[src/design/lock_cfg_pkg.sv]
/*
 * lock loop configuration and data types: servo config word, averaging
 * length and the error sample passed from demodulator to integrator
 */
package lock_cfg_pkg;

    // sample count is 2**value, the value doubles as the averaging shift
    typedef enum logic [2:0] {
        AVG_1  = 3'd0,
        AVG_2  = 3'd1,
        AVG_4  = 3'd2,
        AVG_8  = 3'd3,
        AVG_16 = 3'd4,
        AVG_32 = 3'd5,
        AVG_64 = 3'd6
    } avg_len_e;

    typedef struct packed {
        logic [15:0]        half_period;  // cycles per modulation half
        logic [15:0]        settle;       // cycles skipped after each edge
        avg_len_e           avg_len;
        logic               polarity;     // 1 flips the sign of the error
        logic signed [31:0] offset;       // added to the high half average
        logic [30:0]        threshold;    // deadband half width
        logic [3:0]         gain_shift;   // integrator gain as a right shift
    } lock_cfg_t;

    typedef struct packed {
        logic signed [31:0] value;        // error after the deadband
        logic               in_band;      // raw error was inside the deadband
    } lock_err_t;

endpackage

[src/design/lock_ctrl_pkg.sv]
/*
 * control state encodings for the demodulator and integrator FSMs
 */
package lock_ctrl_pkg;

    typedef enum logic [3:0] {
        DM_IDLE,
        DM_WAIT_H,
        DM_SETTLE_H,
        DM_ACQ_H,
        DM_WAIT_L,
        DM_SETTLE_L,
        DM_ACQ_L,
        DM_CALC,
        DM_HANDOFF
    } demod_state_e;

    typedef enum logic [1:0] {
        IN_IDLE,
        IN_ACK,
        IN_RELEASE
    } integ_state_e;

endpackage

[src/design/dither_lock_top.sv]
/*
 * dither lock top: modulation generator, error demodulator and loop
 * integrator, with the last handed-off error exported for monitoring
 */
`timescale 1ns/100ps

module dither_lock_top #(
    parameter int ADC_BIT = 14,
    parameter int ACT_BIT = 16
) (
    input  logic                      i_clk,
    input  logic                      i_rst_n,
    input  logic                      i_enable,
    input  lock_cfg_pkg::lock_cfg_t   i_cfg,
    input  logic signed [ADC_BIT-1:0] i_adc_data,
    output logic                      o_mod,
    output lock_cfg_pkg::lock_err_t   o_err,
    output logic signed [ACT_BIT-1:0] o_act,
    output logic                      o_act_valid
);

    logic err_req;
    logic err_ack;

    dither_mod_gen u_mod_gen (
        .i_clk         (i_clk),
        .i_rst_n       (i_rst_n),
        .i_enable      (i_enable),
        .i_half_period (i_cfg.half_period),
        .o_mod         (o_mod)
    );

    // o_err is the demodulator's sample register, stable across each handoff
    err_demod #(
        .ADC_BIT (ADC_BIT)
    ) u_demod (
        .i_clk        (i_clk),
        .i_rst_n      (i_rst_n),
        .i_enable     (i_enable),
        .i_cfg        (i_cfg),
        .i_mod        (o_mod),
        .i_adc_data   (i_adc_data),
        .o_err_req    (err_req),
        .o_err_sample (o_err),
        .i_err_ack    (err_ack)
    );

    loop_integrator #(
        .ACT_BIT (ACT_BIT)
    ) u_integ (
        .i_clk        (i_clk),
        .i_rst_n      (i_rst_n),
        .i_err_req    (err_req),
        .i_err_sample (o_err),
        .o_err_ack    (err_ack),
        .i_gain_shift (i_cfg.gain_shift),
        .o_act        (o_act),
        .o_act_valid  (o_act_valid)
    );

endmodule

[src/design/dither_mod_gen.sv]
/*
 * dither modulation generator: square wave with a programmable half period,
 * restarting with a fresh high half every time it is enabled
 */
`timescale 1ns/100ps

module dither_mod_gen (
    input  logic        i_clk,
    input  logic        i_rst_n,
    input  logic        i_enable,
    input  logic [15:0] i_half_period,
    output logic        o_mod
);

    logic [15:0] half_cnt;
    logic        half_done;

    assign half_done = (half_cnt == 16'd0);  // also true on the first enabled cycle

    always_ff @(posedge i_clk or negedge i_rst_n) begin
        if (!i_rst_n) begin
            half_cnt <= 16'd0;
            o_mod    <= 1'b0;
        end else if (!i_enable) begin
            half_cnt <= 16'd0;  // next enable starts straight into a high half
            o_mod    <= 1'b0;
        end else if (half_done) begin
            o_mod    <= ~o_mod;
            half_cnt <= i_half_period - 16'd1;  // toggle again half_period edges later
        end else begin
            half_cnt <= half_cnt - 16'd1;
        end
    end

endmodule

[src/design/err_demod.sv]
/*
 * error demodulator: settles and averages each modulation half, then forms
 * the offset, polarity and deadband corrected error and hands it off
 */
`timescale 1ns/100ps

module err_demod #(
    parameter int ADC_BIT = 14
) (
    input  logic                      i_clk,
    input  logic                      i_rst_n,
    input  logic                      i_enable,
    input  lock_cfg_pkg::lock_cfg_t   i_cfg,
    input  logic                      i_mod,
    input  logic signed [ADC_BIT-1:0] i_adc_data,
    output logic                      o_err_req,
    output lock_cfg_pkg::lock_err_t   o_err_sample,
    input  logic                      i_err_ack
);

    import lock_cfg_pkg::*;
    import lock_ctrl_pkg::*;

    demod_state_e       cstate;
    demod_state_e       nstate;
    lock_cfg_t          cfg_q;
    logic               mod_q;
    logic               mod_rise;
    logic               mod_fall;
    logic [15:0]        settle_cnt;
    logic [6:0]         smp_cnt;
    logic [6:0]         smp_load;
    logic signed [31:0] adc_ext;
    logic signed [31:0] sum_h;
    logic signed [31:0] sum_l;
    logic signed [31:0] avg_h;
    logic signed [31:0] avg_l;
    logic signed [31:0] raw_diff;
    logic signed [32:0] raw_ext;
    logic signed [32:0] thr_ext;
    logic               in_band;
    lock_err_t          err_next;

    assign mod_rise = i_mod & ~mod_q;
    assign mod_fall = ~i_mod & mod_q;

    assign adc_ext  = {{(32-ADC_BIT){i_adc_data[ADC_BIT-1]}}, i_adc_data};
    assign smp_load = (7'd1 << cfg_q.avg_len) - 7'd1;

    // the sums are complete by the time the FSM reaches DM_CALC
    assign avg_h    = (sum_h >>> cfg_q.avg_len) + cfg_q.offset;
    assign avg_l    = sum_l >>> cfg_q.avg_len;
    assign raw_diff = cfg_q.polarity ? (avg_l - avg_h) : (avg_h - avg_l);

    // one extra bit so the full threshold range can be negated
    assign raw_ext = {raw_diff[31], raw_diff};
    assign thr_ext = {2'b00, cfg_q.threshold};
    assign in_band = (raw_ext <= thr_ext) && (raw_ext >= -thr_ext);

    assign err_next.value   = in_band ? 32'sd0 : raw_diff;
    assign err_next.in_band = in_band;

    always_comb begin
        nstate = cstate;
        case (cstate)
            DM_IDLE: begin
                if (i_enable) nstate = DM_WAIT_H;
            end
            DM_WAIT_H: begin
                if (mod_rise) nstate = (cfg_q.settle == 16'd0) ? DM_ACQ_H : DM_SETTLE_H;
            end
            DM_SETTLE_H: begin
                if (settle_cnt == 16'd0) nstate = DM_ACQ_H;
            end
            DM_ACQ_H: begin
                if (smp_cnt == 7'd0) nstate = DM_WAIT_L;
            end
            DM_WAIT_L: begin
                if (mod_fall) nstate = (cfg_q.settle == 16'd0) ? DM_ACQ_L : DM_SETTLE_L;
            end
            DM_SETTLE_L: begin
                if (settle_cnt == 16'd0) nstate = DM_ACQ_L;
            end
            DM_ACQ_L: begin
                if (smp_cnt == 7'd0) nstate = DM_CALC;
            end
            DM_CALC: nstate = DM_HANDOFF;
            DM_HANDOFF: begin
                // leave only once both req and ack are back low
                if (!o_err_req && !i_err_ack) nstate = i_enable ? DM_WAIT_H : DM_IDLE;
            end
            default: nstate = DM_IDLE;
        endcase
        // a pending handoff always completes so the handshake stays legal
        if (!i_enable && cstate != DM_HANDOFF) nstate = DM_IDLE;
    end

    always_ff @(posedge i_clk or negedge i_rst_n) begin
        if (!i_rst_n) begin
            cstate       <= DM_IDLE;
            mod_q        <= 1'b0;
            settle_cnt   <= 16'd0;
            smp_cnt      <= 7'd0;
            o_err_req    <= 1'b0;
            o_err_sample <= '0;
        end else begin
            cstate <= nstate;
            mod_q  <= i_mod;
            case (cstate)
                DM_WAIT_H, DM_WAIT_L: begin
                    settle_cnt <= cfg_q.settle - 16'd1;
                    smp_cnt    <= smp_load;  // also covers a zero settle time
                end
                DM_SETTLE_H, DM_SETTLE_L: begin
                    if (settle_cnt != 16'd0) settle_cnt <= settle_cnt - 16'd1;
                end
                DM_ACQ_H, DM_ACQ_L: begin
                    if (smp_cnt != 7'd0) smp_cnt <= smp_cnt - 7'd1;
                end
                DM_CALC: begin
                    o_err_req    <= 1'b1;
                    o_err_sample <= err_next;  // held until the next calc cycle
                end
                DM_HANDOFF: begin
                    if (i_err_ack) o_err_req <= 1'b0;
                end
                default: ;
            endcase
        end
    end

    always_ff @(posedge i_clk) begin
        if (nstate == DM_WAIT_H && cstate != DM_WAIT_H) cfg_q <= i_cfg;
        case (cstate)
            DM_WAIT_H: sum_h <= 32'sd0;
            DM_ACQ_H:  sum_h <= sum_h + adc_ext;
            DM_WAIT_L: sum_l <= 32'sd0;
            DM_ACQ_L:  sum_l <= sum_l + adc_ext;
            default: ;
        endcase
    end

endmodule

[src/design/loop_integrator.sv]
/*
 * loop integrator: accepts error samples over a four-phase handshake and
 * accumulates the gain-shifted error into a saturated actuator word
 */
`timescale 1ns/100ps

module loop_integrator #(
    parameter int ACT_BIT = 16
) (
    input  logic                      i_clk,
    input  logic                      i_rst_n,
    input  logic                      i_err_req,
    input  lock_cfg_pkg::lock_err_t   i_err_sample,
    output logic                      o_err_ack,
    input  logic [3:0]                i_gain_shift,
    output logic signed [ACT_BIT-1:0] o_act,
    output logic                      o_act_valid
);

    import lock_ctrl_pkg::*;

    // one guard bit above the wider of the two operands
    localparam int SUM_BIT = ((ACT_BIT > 32) ? ACT_BIT : 32) + 1;
    localparam logic signed [SUM_BIT-1:0] ACT_MAX =
        $signed({{(SUM_BIT-ACT_BIT+1){1'b0}}, {(ACT_BIT-1){1'b1}}});
    localparam logic signed [SUM_BIT-1:0] ACT_MIN =
        $signed({{(SUM_BIT-ACT_BIT+1){1'b1}}, {(ACT_BIT-1){1'b0}}});

    integ_state_e              state;
    logic signed [31:0]        err_val;
    logic signed [31:0]        err_scaled;
    logic signed [SUM_BIT-1:0] sum;
    logic signed [ACT_BIT-1:0] act_next;

    assign err_val    = i_err_sample.value;
    assign err_scaled = err_val >>> i_gain_shift;
    assign sum = {{(SUM_BIT-ACT_BIT){o_act[ACT_BIT-1]}}, o_act}
               + {{(SUM_BIT-32){err_scaled[31]}}, err_scaled};

    always_comb begin
        if (sum > ACT_MAX) begin
            act_next = ACT_MAX[ACT_BIT-1:0];
        end else if (sum < ACT_MIN) begin
            act_next = ACT_MIN[ACT_BIT-1:0];
        end else begin
            act_next = sum[ACT_BIT-1:0];
        end
    end

    always_ff @(posedge i_clk or negedge i_rst_n) begin
        if (!i_rst_n) begin
            state       <= IN_IDLE;
            o_err_ack   <= 1'b0;
            o_act       <= '0;
            o_act_valid <= 1'b0;
        end else begin
            o_act_valid <= 1'b0;
            case (state)
                IN_IDLE: begin
                    if (i_err_req) begin
                        state       <= IN_ACK;
                        o_err_ack   <= 1'b1;
                        o_act       <= act_next;  // sample is consumed on the ack edge
                        o_act_valid <= 1'b1;
                    end
                end
                IN_ACK: begin
                    if (!i_err_req) begin
                        state     <= IN_RELEASE;
                        o_err_ack <= 1'b0;
                    end
                end
                IN_RELEASE: state <= IN_IDLE;  // ack stays low for at least a cycle
                default:    state <= IN_IDLE;
            endcase
        end
    end

endmodule

[config.mk]
export PLATFORM = sky130hd
export DESIGN_NAME = dither_lock_top
export DESIGN_NICKNAME = d
export VERILOG_FILES = /design/src/design/lock_cfg_pkg.sv /design/src/design/lock_ctrl_pkg.sv /design/src/design/dither_lock_top.sv /design/src/design/dither_mod_gen.sv /design/src/design/err_demod.sv /design/src/design/loop_integrator.sv
export SDC_FILE = /design/constraint.sdc
export NUM_CORES = 1
export LEC_CHECK = 0
export BUFFER_PORTS_ARGS = -buffer_cell sky130_fd_sc_hd__buf_2
export CAP_MARGIN = 20
export CORE_ASPECT_RATIO = 0.75
export CORE_UTILIZATION = 57
export DETAILED_ROUTE_END_ITERATION = 10
export HOLD_SLACK_MARGIN = 0.1
export PLACE_DENSITY = 0.87
export REMOVE_ABC_BUFFERS = 1
export SYNTH_ARGS = -nofsm -noshare
export SYNTH_HDL_FRONTEND = slang
export SYNTH_HIERARCHICAL = 1
export SYNTH_SLANG_ARGS = --single-unit
[constraint.sdc]
create_clock -name i_clk -period 7.55 [get_ports i_clk]
set_input_delay 0.3775 -clock i_clk [delete_from_list [all_inputs] [get_ports i_clk]]
set_output_delay 0.3775 -clock i_clk [all_outputs]
set_load 0.005 [all_outputs]
After elaboration in Yosys (flattened, before gate mapping)

Cells that the tools add are included.

Logic and storage cells: 130
Bits of input ports: 120
Flip-flop bits (word level): 246
Output and inout port bits: 51

Eq/ne operators: 18
Mux-type cells: 37
Magnitude comparators: 4
Shift-type cells: 4
Reductions and logical operators: 30
Bitwise logic cells: 4
Add/subtract/negate cells: 13

Operators by type and width:

| cell                                                                              | count |
|---|---|
| 32-bit one-hot mux with 2 select lines                                            | 2 |
| 16-bit two-way mux                                                                | 5 |
| 32-bit by 14-bit adder with 32-bit output                                         | 2 |
| 32-bit two-way mux                                                                | 2 |
| 32-bit by 3-bit >>> shifter with 32-bit output                                    | 2 |
| 16-bit by 1-bit subtractor with 16-bit output, second input constant              | 4 |
| 32-bit subtractor                                                                 | 2 |
| 16-bit zero test                                                                  | 3 |
| 4-bit two-way mux                                                                 | 9 |
| 4-bit one-hot mux with 9 select lines                                             | 1 |
| 16-bit by 32-bit adder with 33-bit output                                         | 1 |
| 32-bit by 33-bit greater-or-equal comparator with 1-bit output                    | 1 |
| 33-bit by 16-bit greater-than comparator with 1-bit output, second input constant | 1 |
| 33-bit by 16-bit less-than comparator with 1-bit output, second input constant    | 1 |
| 31-bit negation with 33-bit output                                                | 1 |
| 32-bit adder                                                                      | 1 |
| 32-bit less-or-equal comparator                                                   | 1 |
| 16-bit one-hot mux with 2 select lines                                            | 1 |
| 32-bit by 4-bit >>> shifter with 32-bit output                                    | 1 |
| 4-bit by 3-bit == test with 1-bit output, second input constant                   | 4 |
| 16-bit nonzero test                                                               | 1 |
| 7-bit one-hot mux with 2 select lines                                             | 1 |
| 7-bit by 1-bit subtractor with 7-bit output, second input constant                | 2 |
| 2-bit nonzero test                                                                | 6 |
| other kinds (25)                                                                  | 55 |

Logic depth before layout (Yosys ltp)

Gate-level depths: netlist (run 1).

Depth in word-level cells: 7
Gate-level depth with buffers: 39
Mapped depth without buffers: 34

Cells and area by module

Netlist (run 1), hierarchy kept.

By module, submodules not included:

| module          | area each (sq um) | sequential area each (sq um) | times used | cells an instance |
|---|---|---|---|---|
| err_demod       | 20597.3           | 5965.7                       | 1          | 2305 |
| loop_integrator | 4172.8            | 500.5                        | 1          | 570 |
| dither_mod_gen  | 1281.2            | 425.4                        | 1          | 147 |

Least setup slack after synthesis (run 1)

Ideal clock, no wire load.

Path type: register to register
Start point: register u_demod/cfg_q[69] in the netlist's numbering
End point: register u_demod/o_err_sample[26] in the netlist's numbering
Library setup time: 123 ps
Arrival time: 7515 ps
Path buffers: 4
Stages on the path, launching flop included: 33
Slack: -88 ps
Period minus slack after synthesis: 7638 ps
Cell sequence: edfxtp_1 -> clkbuf_1 -> clkbuf_1 -> clkbuf_1 -> mux2i_1 -> nand2_1 -> a31o_2 -> ha_1 -> or4_4 -> o21a_1 -> a21boi_0 -> nor2b_1 -> o21ai_0 -> nand2b_1 -> xnor2_1 -> ha_1 -> buf_2 -> nand3_1 -> or2_2 -> and2_1 -> a31oi_1 -> mux2i_1 -> xnor2_1 -> ha_1 -> a21o_1 -> a21o_1 -> a21o_1 -> a211oi_1 -> o21ai_0 -> a221oi_1 -> and4bb_4 -> mux2_2 -> o221a_1

Longest elaborated chain between the ends: 7

Ends and longest elaborated chain:

| item                                                                                                              | RTL line         | text |
|---|---|---|
| start: declaration                                                                                                | err_demod.sv:26  | `lock_cfg_t cfg_q;` |
| start signal: assignment                                                                                          | err_demod.sv:133 | `if (nstate == DM_WAIT_H && cstate != DM_WAIT_H) cfg_q <= i_cfg;` |
| 32-bit by 3-bit >>> shifter with 32-bit output                                                                    | err_demod.sv:51  | `assign avg_h = (sum_h >>> cfg_q.avg_len) + cfg_q.offset;` |
| 32-bit adder                                                                                                      | err_demod.sv:51  |  |
| 32-bit subtractor                                                                                                 | err_demod.sv:53  | `assign raw_diff = cfg_q.polarity ? (avg_l - avg_h) : (avg_h - avg_l);` |
| 32-bit two-way mux (*)                                                                                            | err_demod.sv:53  |  |
| 32-bit by 33-bit greater-or-equal comparator with 1-bit output or 32-bit less-or-equal comparator (tied branches) | err_demod.sv:58  | `assign in_band = (raw_ext <= thr_ext) && (raw_ext >= -thr_ext);` |
| 1-bit logical AND                                                                                                 | err_demod.sv:58  |  |
| 32-bit two-way mux (*)                                                                                            | err_demod.sv:60  | `assign err_next.value = in_band ? 32'sd0 : raw_diff;` |
| end signal: assignment                                                                                            | err_demod.sv:122 | `o_err_sample <= err_next;` |
| end: declaration                                                                                                  | err_demod.sv:17  | `output lock_cfg_pkg::lock_err_t o_err_sample,` |

Every way passes the cells marked *; elsewhere a longest branch is shown, timed or not.
A chain may end at the register's enable or synchronous reset.

Worst setup path in the final report (run 1)

Start point: register u_demod/cfg_q[69] in the netlist's numbering
End point: register u_demod/o_err_sample[29] in the netlist's numbering

The elaborated chain is that of the path after synthesis.

==> results.md, run 1 <==
* Initial DRC count at 3305
* Worst slew pin tran at 998.6 ps
* Startpoint types: flop
* FMAX at 0.1351 GHz
* Post-Route WL at 77490 um
* Number of flops mapped to enable cells by yosys at 147
* TritonCTS clock tree: done
* Int Power at 5.564 mW
* Distinct cell type count after synthesis at 112
* DRC viols at 0
* Area grow syn2layout at 14.73%
* Warnings, synthesis at 6
* DRT antenna net count at 0
* Max-slew violations at 0
* Average size of a mapped cell at 8.621 um2
* Initial Util at 0.5809
* Via density at 6.545
* Seq/Total Area, Yosys at 0.2645
* H-Tree Depth at 1
* Power per Cell Area at 358.7 nW/um2
* Max-Cap Viols at 0
* Post-route cell area at 29890 um2
* Dpl hpwl at 57420 um
* Filler instances at 3523
* Die X at 248.9 um
* Main area contributors after synthesis: edfxtp_1, ha_1, dfrtp_1
* Row count at 67
* PortBufs at 170
* Final Total Pwr at 10.72 mW
* LEAKAGE at 12.84 nW
* Hold Worst Slack at 144.5 ps
* Hold Fails Final Rpt at 0
* Post-route minimum period at 7399 ps
* CTS Sinks at 246
* Drt wl/cell at 20.14 um
* Layout cells sized above 1 at 0.1610
* Final-stage net count at 3619
* Crit path kind: flop to flop
* Sw Ratio at 0.4810
* DR vias at 25178
* Synth top area share at 0.1694
* Max FO, Critical Path at 16
* Place WS at 165.9 ps
* Worst Path Arrival at 7840 ps
* Worst vdd ir at 0.2790 mV
* Commonest cells post-synth: nor2_1, a21oi_1, nand2_1, ha_1, o21ai_0
* Cell taking the most area after synthesis: edfxtp_1
* Crit path max-delay cell type: or4_4
* Core Util, Final at 0.6664
* Reg power frac at 0.171
* Net load switching power at 5.156 mW
* Period utilization at 0.9800
* Synth Instances at 3022
* Core area at 44850 um2
* Combinational share of power at 0.694
* Worst R2R Path Depth at 31
* Clock Path Buffers at 3
* DP Area at 27490 um2
* Seq cells post-synth at 246
* Vias in the first global route at 22793
* Clock tree root driver cell: clkbuf_16
* Final setup margin at 150.7 ps
* Outcome: finished clean
* Most used DFF post-synth: edfxtp_1
* Asr flop ratio synth at 0.4024
* WP data required at 7990 ps
* First-pass GRT wire length at 122300 um
* I/O pin cnt at 171
* Die footprint at 46570 um2
* All-Layer GR Usage at 0.3193
* Hold Path Class: primary input to flop
* Drt pass-1 iters at 6
* Clk pwr share at 0.136
* Min-Delay Path Depth at 4
* Initial antenna violation count at 2
* Ant diodes at 0
* Mapped Area at 26050 um2
* Die H at 187.1 um
* Largest net degree at the start of global routing at 76
* Worst-path clk slew at 60 ps
* Slowest stage delay, CP at 550 ps
* Clk_lat worst skew at 590 ps
* Final setup fails at 0
* Worst Skew at 15.27 ps
* Placer congestion estimate at 1.032
* Max_slew headroom at 0.3343
* Total global routing overflow at 0
* Most common cell in the synthesized netlist: nor2_1
* CTS Buf Count at 28
* CP endpoint kind: flop
[flip-flops by register name (all words and copies together), names as in the netlist, 2 cells and up]
| name | cells |
|---|---|
| u_demod/cfg_q | 83 |
| u_demod/cstate | 4 |
| u_demod/o_err_sample | 33 |
| u_demod/settle_cnt | 16 |
| u_demod/smp_cnt | 7 |
| u_demod/sum_h | 32 |
| u_demod/sum_l | 32 |
| u_integ/o_act | 16 |
| u_integ/state | 2 |
| u_mod_gen/half_cnt | 16 |
[layout make-up]
type / count / area [um2] / area share
Timing Repair Buffer: 327 / 2354 / 0.07874
Clock buffer: 36 / 762.0 / 0.02549
Multi-Input combinational cell: 2480 / 18360 / 0.6142
Tap cell: 586 / 733.2 / 0.02453
Clock inverter: 16 / 201.4 / 0.006740
Inverter: 156 / 589.3 / 0.01972
Sequential cell: 246 / 6892 / 0.2306
[stage by stage]
stage | std cells | TNS [ps]
6_report | 3847 | 0
4_1_cts | 3828 | 0
3_3_place_gp | 3690 | 0
2_1_floorplan | 2882 | -90110
5_1_grt | 3847 | -2412
3_5_place_dp | 3690 | 0
[kinds of logic (layout without fill, tap and decap cells)]
| family | count (synthesis) | after routing | share of synthesized area |
|---|---|---|---|
| AO/OA/AOI/OAI | 905 | 905 | 0.2301 |
| XOR/XNOR | 171 | 171 | 0.05749 |
| adder cells (fa/ha/maj) | 260 | 260 | 0.1266 |
| buffers and inverters | 296 | 535 | 0.04630 |
| flip-flops | 246 | 246 | 0.2645 |
| multiplexers | 188 | 188 | 0.09634 |
| AND/OR/NAND/NOR | 956 | 956 | 0.1786 |
[placed cells by master (no fill, tap or decap), types with 11 or more instances in the layout]
master / n
nor2b_1: 33
edfxtp_1: 147
a21oi_1: 247
o22ai_2: 11
nand4_1: 50
a31oi_1: 47
mux2_2: 52
clkbuf_16: 31
o21ai_1: 19
dfrtp_1: 99
buf_2: 169
a211oi_1: 45
nor2_1: 274
and3_1: 28
o21bai_1: 27
xor2_1: 69
a21oi_2: 25
o31ai_1: 13
o211ai_1: 28
or3_1: 19
dlygate4sd3_1: 86
inv_1: 153
nand2b_1: 35
nand2_1: 264
a21o_1: 92
o21ai_0: 150
nand3_1: 55
nor4_1: 24
buf_4: 62
or2_2: 19
xnor2_1: 92
o21a_1: 43
nor3b_1: 14
mux2i_1: 91
and2_1: 18
ha_1: 246
mux4_2: 44
nor3_1: 63
[metal layers]
| metal | vias to the layer above | share of wire | GRT usage | wire length [um] |
|---|---|---|---|---|
| li1 | 11704 | - | - | - |
| met4 | 4 | 0.022 | 0.06976 | 1670 |
| met3 | 165 | 0.11 | 0.05956 | 8779 |
| met5 | - | 0.00030 | 0 | 23 |
| met1 | 11898 | 0.44 | 0.4793 | 33980 |
| met2 | 1407 | 0.43 | 0.4747 | 33040 |
[critical path: cells and delay by family (launching register included)]
family                   cells  cell delay (ps)
AO/OA/AOI/OAI               12             2280
AND/OR/NAND/NOR              7             1650
flip-flops                   1              410
buffers and inverters        5              920
XOR/XNOR                     2              470
adder cells (fa/ha/maj)      3              830
multiplexers                 2              680
[power groups by stage]
stage | Sequential [mW] | Clock [mW] | Combinational [mW]
6_report | 1.83 | 1.45 | 7.44
5_1_grt | 1.85 | 1.52 | 8.07
4_1_cts | 1.82 | 1.47 | 6.59
3_3_place_gp | 1.84 | 0 | 6.37
3_5_place_dp | 1.84 | 0 | 6.50
2_1_floorplan | 1.81 | 0 | 4.75
[worst paths after layout]
check | from | slack [ps] | end
max in group asynchronous | i_rst_n | 6220 | u_demod/o_err_sample[8]$_DFFE_PN0P_
hold / removal | i_cfg[101] | 140 | u_mod_gen/half_cnt[14]$_DFF_PN0_
min in group asynchronous | i_rst_n | 250 | u_mod_gen/half_cnt[9]$_DFF_PN0_
setup / recovery | u_demod/cfg_q[69]$_DFFE_PP_ | 150 | u_demod/o_err_sample[29]$_DFFE_PN0P_
setup reg to reg | u_demod/cfg_q[69]$_DFFE_PP_ | 150 | u_demod/o_err_sample[29]$_DFFE_PN0P_
hold reg to reg | u_integ/state[1]$_DFFE_PN0P_ | 430 | u_integ/state[0]$_DFFE_PN0P_
[timing repair]
action	in CTS	in global routing
hold buffers	86	0
hold endpoints to repair	109	0
buffers inserted	0	15
gates resized for setup	0	87
setup endpoints to repair	0	33
Note: power is estimated with default switching activity, not from simulation.
==> run 2: changes to the inputs <==
REMOVE_ABC_BUFFERS = default   (was 1)
==> run 2 against run 1 <==
  * Clock-buffer cell count shrank 3
  * Clock skew shrank 2.2 ps
  * Hold slack gained 18 ps
  * Largest power group unchanged
  * Design area shrank 0.38%
  * Flip-flop and latch count is the same
  * Highest routed layer is now met4
  * Global-route usage grew 0.61 points
  * Worst setup slack lost 27 ps
  * Clock power shrank 6%
  * Non-clock buffer count shrank 6
  * Sequential power is essentially flat
  * Via count shrank 0.12%
==> results.md, run 2 (synthesized netlist as in run 1, its figures left out) <==
* Net load switching power at 5.101 mW (-1.1%)
* DP Area at 27450 um2 (-0.17%)
* Final setup TNS at 0 ps (unchanged)
* Regs by FF count: u_demod/cfg_q (83), u_demod/o_err_sample (33)
* Most common cell after layout, fill and taps aside: nor2_1
* Die H at 187.1 um (unchanged)
* Hold Worst Slack at 162.4 ps (+17.92 ps)
* Post-Route WL at 79380 um (+2.4%)
* Die X at 248.9 um (unchanged)
* DRT antenna net count at 0 (unchanged)
* Drt wl/cell at 20.68 um (+2.6%)
* Power per Cell Area at 354.1 nW/um2 (-1.3%)
* Clock Path Buffers at 3 (unchanged)
* Total global routing overflow at 0 (unchanged)
* Post-route cell area at 29780 um2 (-0.38%)
* Clock tree root driver cell: clkbuf_16
* Worst Path Arrival at 7880 ps (+40 ps)
* Max_slew headroom at 0.2824 (-0.05184)
* Sw Ratio at 0.4838 (+0.002824)
* CP endpoint kind: flop
* FMAX at 0.1347 GHz (-0.36%)
* Max FFs per register at 83 (unchanged)
* Reg power frac at 0.173 (+0.002)
* Vias in the first global route at 22725 (-0.30%)
* Final-stage net count at 3612 (-0.19%)
* Worst vdd ir at 0.2798 mV (+0.28%)
* Max FO, Critical Path at 13 (-3)
* Initial DRC count at 3211 (-2.8%)
* Hold Fails Final Rpt at 0 (unchanged)
* TritonCTS clock tree: done
* Die footprint at 46570 um2 (unchanged)
* First-pass GRT wire length at 123600 um (+1.0%)
* Slowest stage delay, CP at 580 ps (+30 ps)
* Filler instances at 3534 (+0.31%)
* Via density at 6.551 (about the same)
* Clk_lat worst skew at 580 ps (about the same)
* Post-Place Cells at 3687 (-0.081%)
* Max-Cap Viols at 0 (unchanged)
* Clk pwr share at 0.130 (-0.006)
* Combinational share of power at 0.697 (+0.003)
* Drt pass-1 iters at 8 (+2)
* Post-route minimum period at 7426 ps (+26.58 ps)
* Period utilization at 0.9836 (+0.003521)
* DRC viols at 0 (unchanged)
* Crit path kind: flop to flop
* Largest Register: u_demod/cfg_q
* Area of the multi-input gates at 18380 um2 (+0.11%)
* DR vias at 25149 (-0.12%)
* Worst Skew at 13.09 ps (-2.178 ps)
* Int Power at 5.443 mW (-2.2%)
* Crit path max-delay cell type: or4_4
* Final setup margin at 124.2 ps (-26.58 ps)
* Most frequent cells in the layout: nor2_1, nand2_1, a21oi_1, ha_1, buf_2
* WP data required at 8010 ps (+20 ps)
* Final setup fails at 0 (unchanged)
* Outcome: finished clean
* Core area at 44850 um2 (unchanged)
* Layout cells sized above 1 at 0.1574 (-0.003600)
* I/O pin cnt at 171 (unchanged)
* CTS Buf Count at 27 (-3.6%)
* Largest net degree at the start of global routing at 52 (-32%)
* Initial Util at 0.5809 (unchanged)
* PortBufs at 170 (unchanged)
* Hold Path Class: primary input to flop
* H-Tree Depth at 1 (unchanged)
* Placer congestion estimate at 1.003 (-2.8%)
* Reg area at 6892 um2 (unchanged)
* Startpoint types: flop
* Initial antenna violation count at 3 (+1)
* Net Count, Synth at 3402
* Max-slew violations at 0 (unchanged)
* All-Layer GR Usage at 0.3254 (+0.006075)
* Area grow syn2layout at 14.30%
* Worst slew pin tran at 1076 ps (+77.76 ps)
* Fin cells at 3839 (-0.21%)
* Ant diodes at 0 (unchanged)
* Dpl hpwl at 59100 um (+2.9%)
* Most frequent CP cell: nand2_1
* Worst-path clk slew at 60 ps (about the same)
* LEAKAGE at 12.77 nW (-0.57%)
* Row count at 67 (unchanged)
* Place WS at -236.0 ps (-401.9 ps)
* CTS Sinks at 246 (unchanged)
## run 2: final timing paths
kind / endpoint / startpoint / cells past startpoint / slack, ps
worst max-delay path: u_demod/o_err_sample[26]$_DFFE_PN0P_ / u_demod/cfg_q[69]$_DFFE_PP_ / 28 / 120
max in group asynchronous: u_demod/o_err_sample[8]$_DFFE_PN0P_ / i_rst_n / 3 / 5970
worst min register to register: u_integ/state[0]$_DFFE_PN0P_ / u_integ/state[1]$_DFFE_PN0P_ / 1 / 430
min in group asynchronous: u_integ/o_act_valid$_DFF_PN0_ / i_rst_n / 2 / 400
worst min-delay path: u_mod_gen/half_cnt[14]$_DFF_PN0_ / i_cfg[101] / 4 / 160
worst max register to register: u_demod/o_err_sample[26]$_DFFE_PN0P_ / u_demod/cfg_q[69]$_DFFE_PP_ / 28 / 120
## run 2: worst max-delay path, delay by kind of cell, from the launching register on
family	cells	cell delay, ps
AOI/OAI and AO/OA	11	2860
and+or+nand+nor	9	2150
adders and majority gates	3	850
DFF	1	400
muxes	1	360
xor gates and xnor gates	2	350
buffers and inverters	2	320
## run 2: layout make-up
class                           instances  area share
Clock buffer                           33     0.02378
Clock inverter                         17    0.005715
Inverter                              156     0.01979
Multi-Input combinational cell       2480      0.6172
Sequential cell                       246      0.2314
Tap cell                              586     0.02462
Timing Repair Buffer                  321     0.07744
## run 2: layer usage
layer,global-route usage,up-vias,part of all wire
li1,-,11674,-
met1,0.4907,11943,0.45
met2,0.4825,1392,0.43
met3,0.06193,140,0.11
met4,0.06498,0,0.020
met5,0,-,0
## run 2: power groups by stage
| stage | clock [mW] | combinational (mW) | sequential [mW] |
|---|---|---|---|
| 2_1_floorplan | 0 | 4.92 | 1.77 |
| 6_report | 1.37 | 7.35 | 1.83 |
| 3_5_place_dp | 0 | 6.53 | 1.84 |
| 4_1_cts | 1.38 | 6.61 | 1.82 |
| 5_1_grt | 1.43 | 8.02 | 1.84 |
| 3_3_place_gp | 0 | 6.40 | 1.84 |
## run 2: stage by stage
stage	utilization	power (mW)
2_1_floorplan	-	6.692
3_3_place_gp	0.6119	8.238
3_5_place_dp	0.6119	8.370
4_1_cts	0.6509	9.812
5_1_grt	0.6639	11.30
6_report	0.6639	10.54
## run 2: timing repair
item,CTS,global route
setup endpoints to repair,31,33
hold endpoints to repair,134,0
hold buffers,86,0
pin swaps,0,21
buffers inserted,0,12
gates resized for setup,2,87
gates cloned,0,3
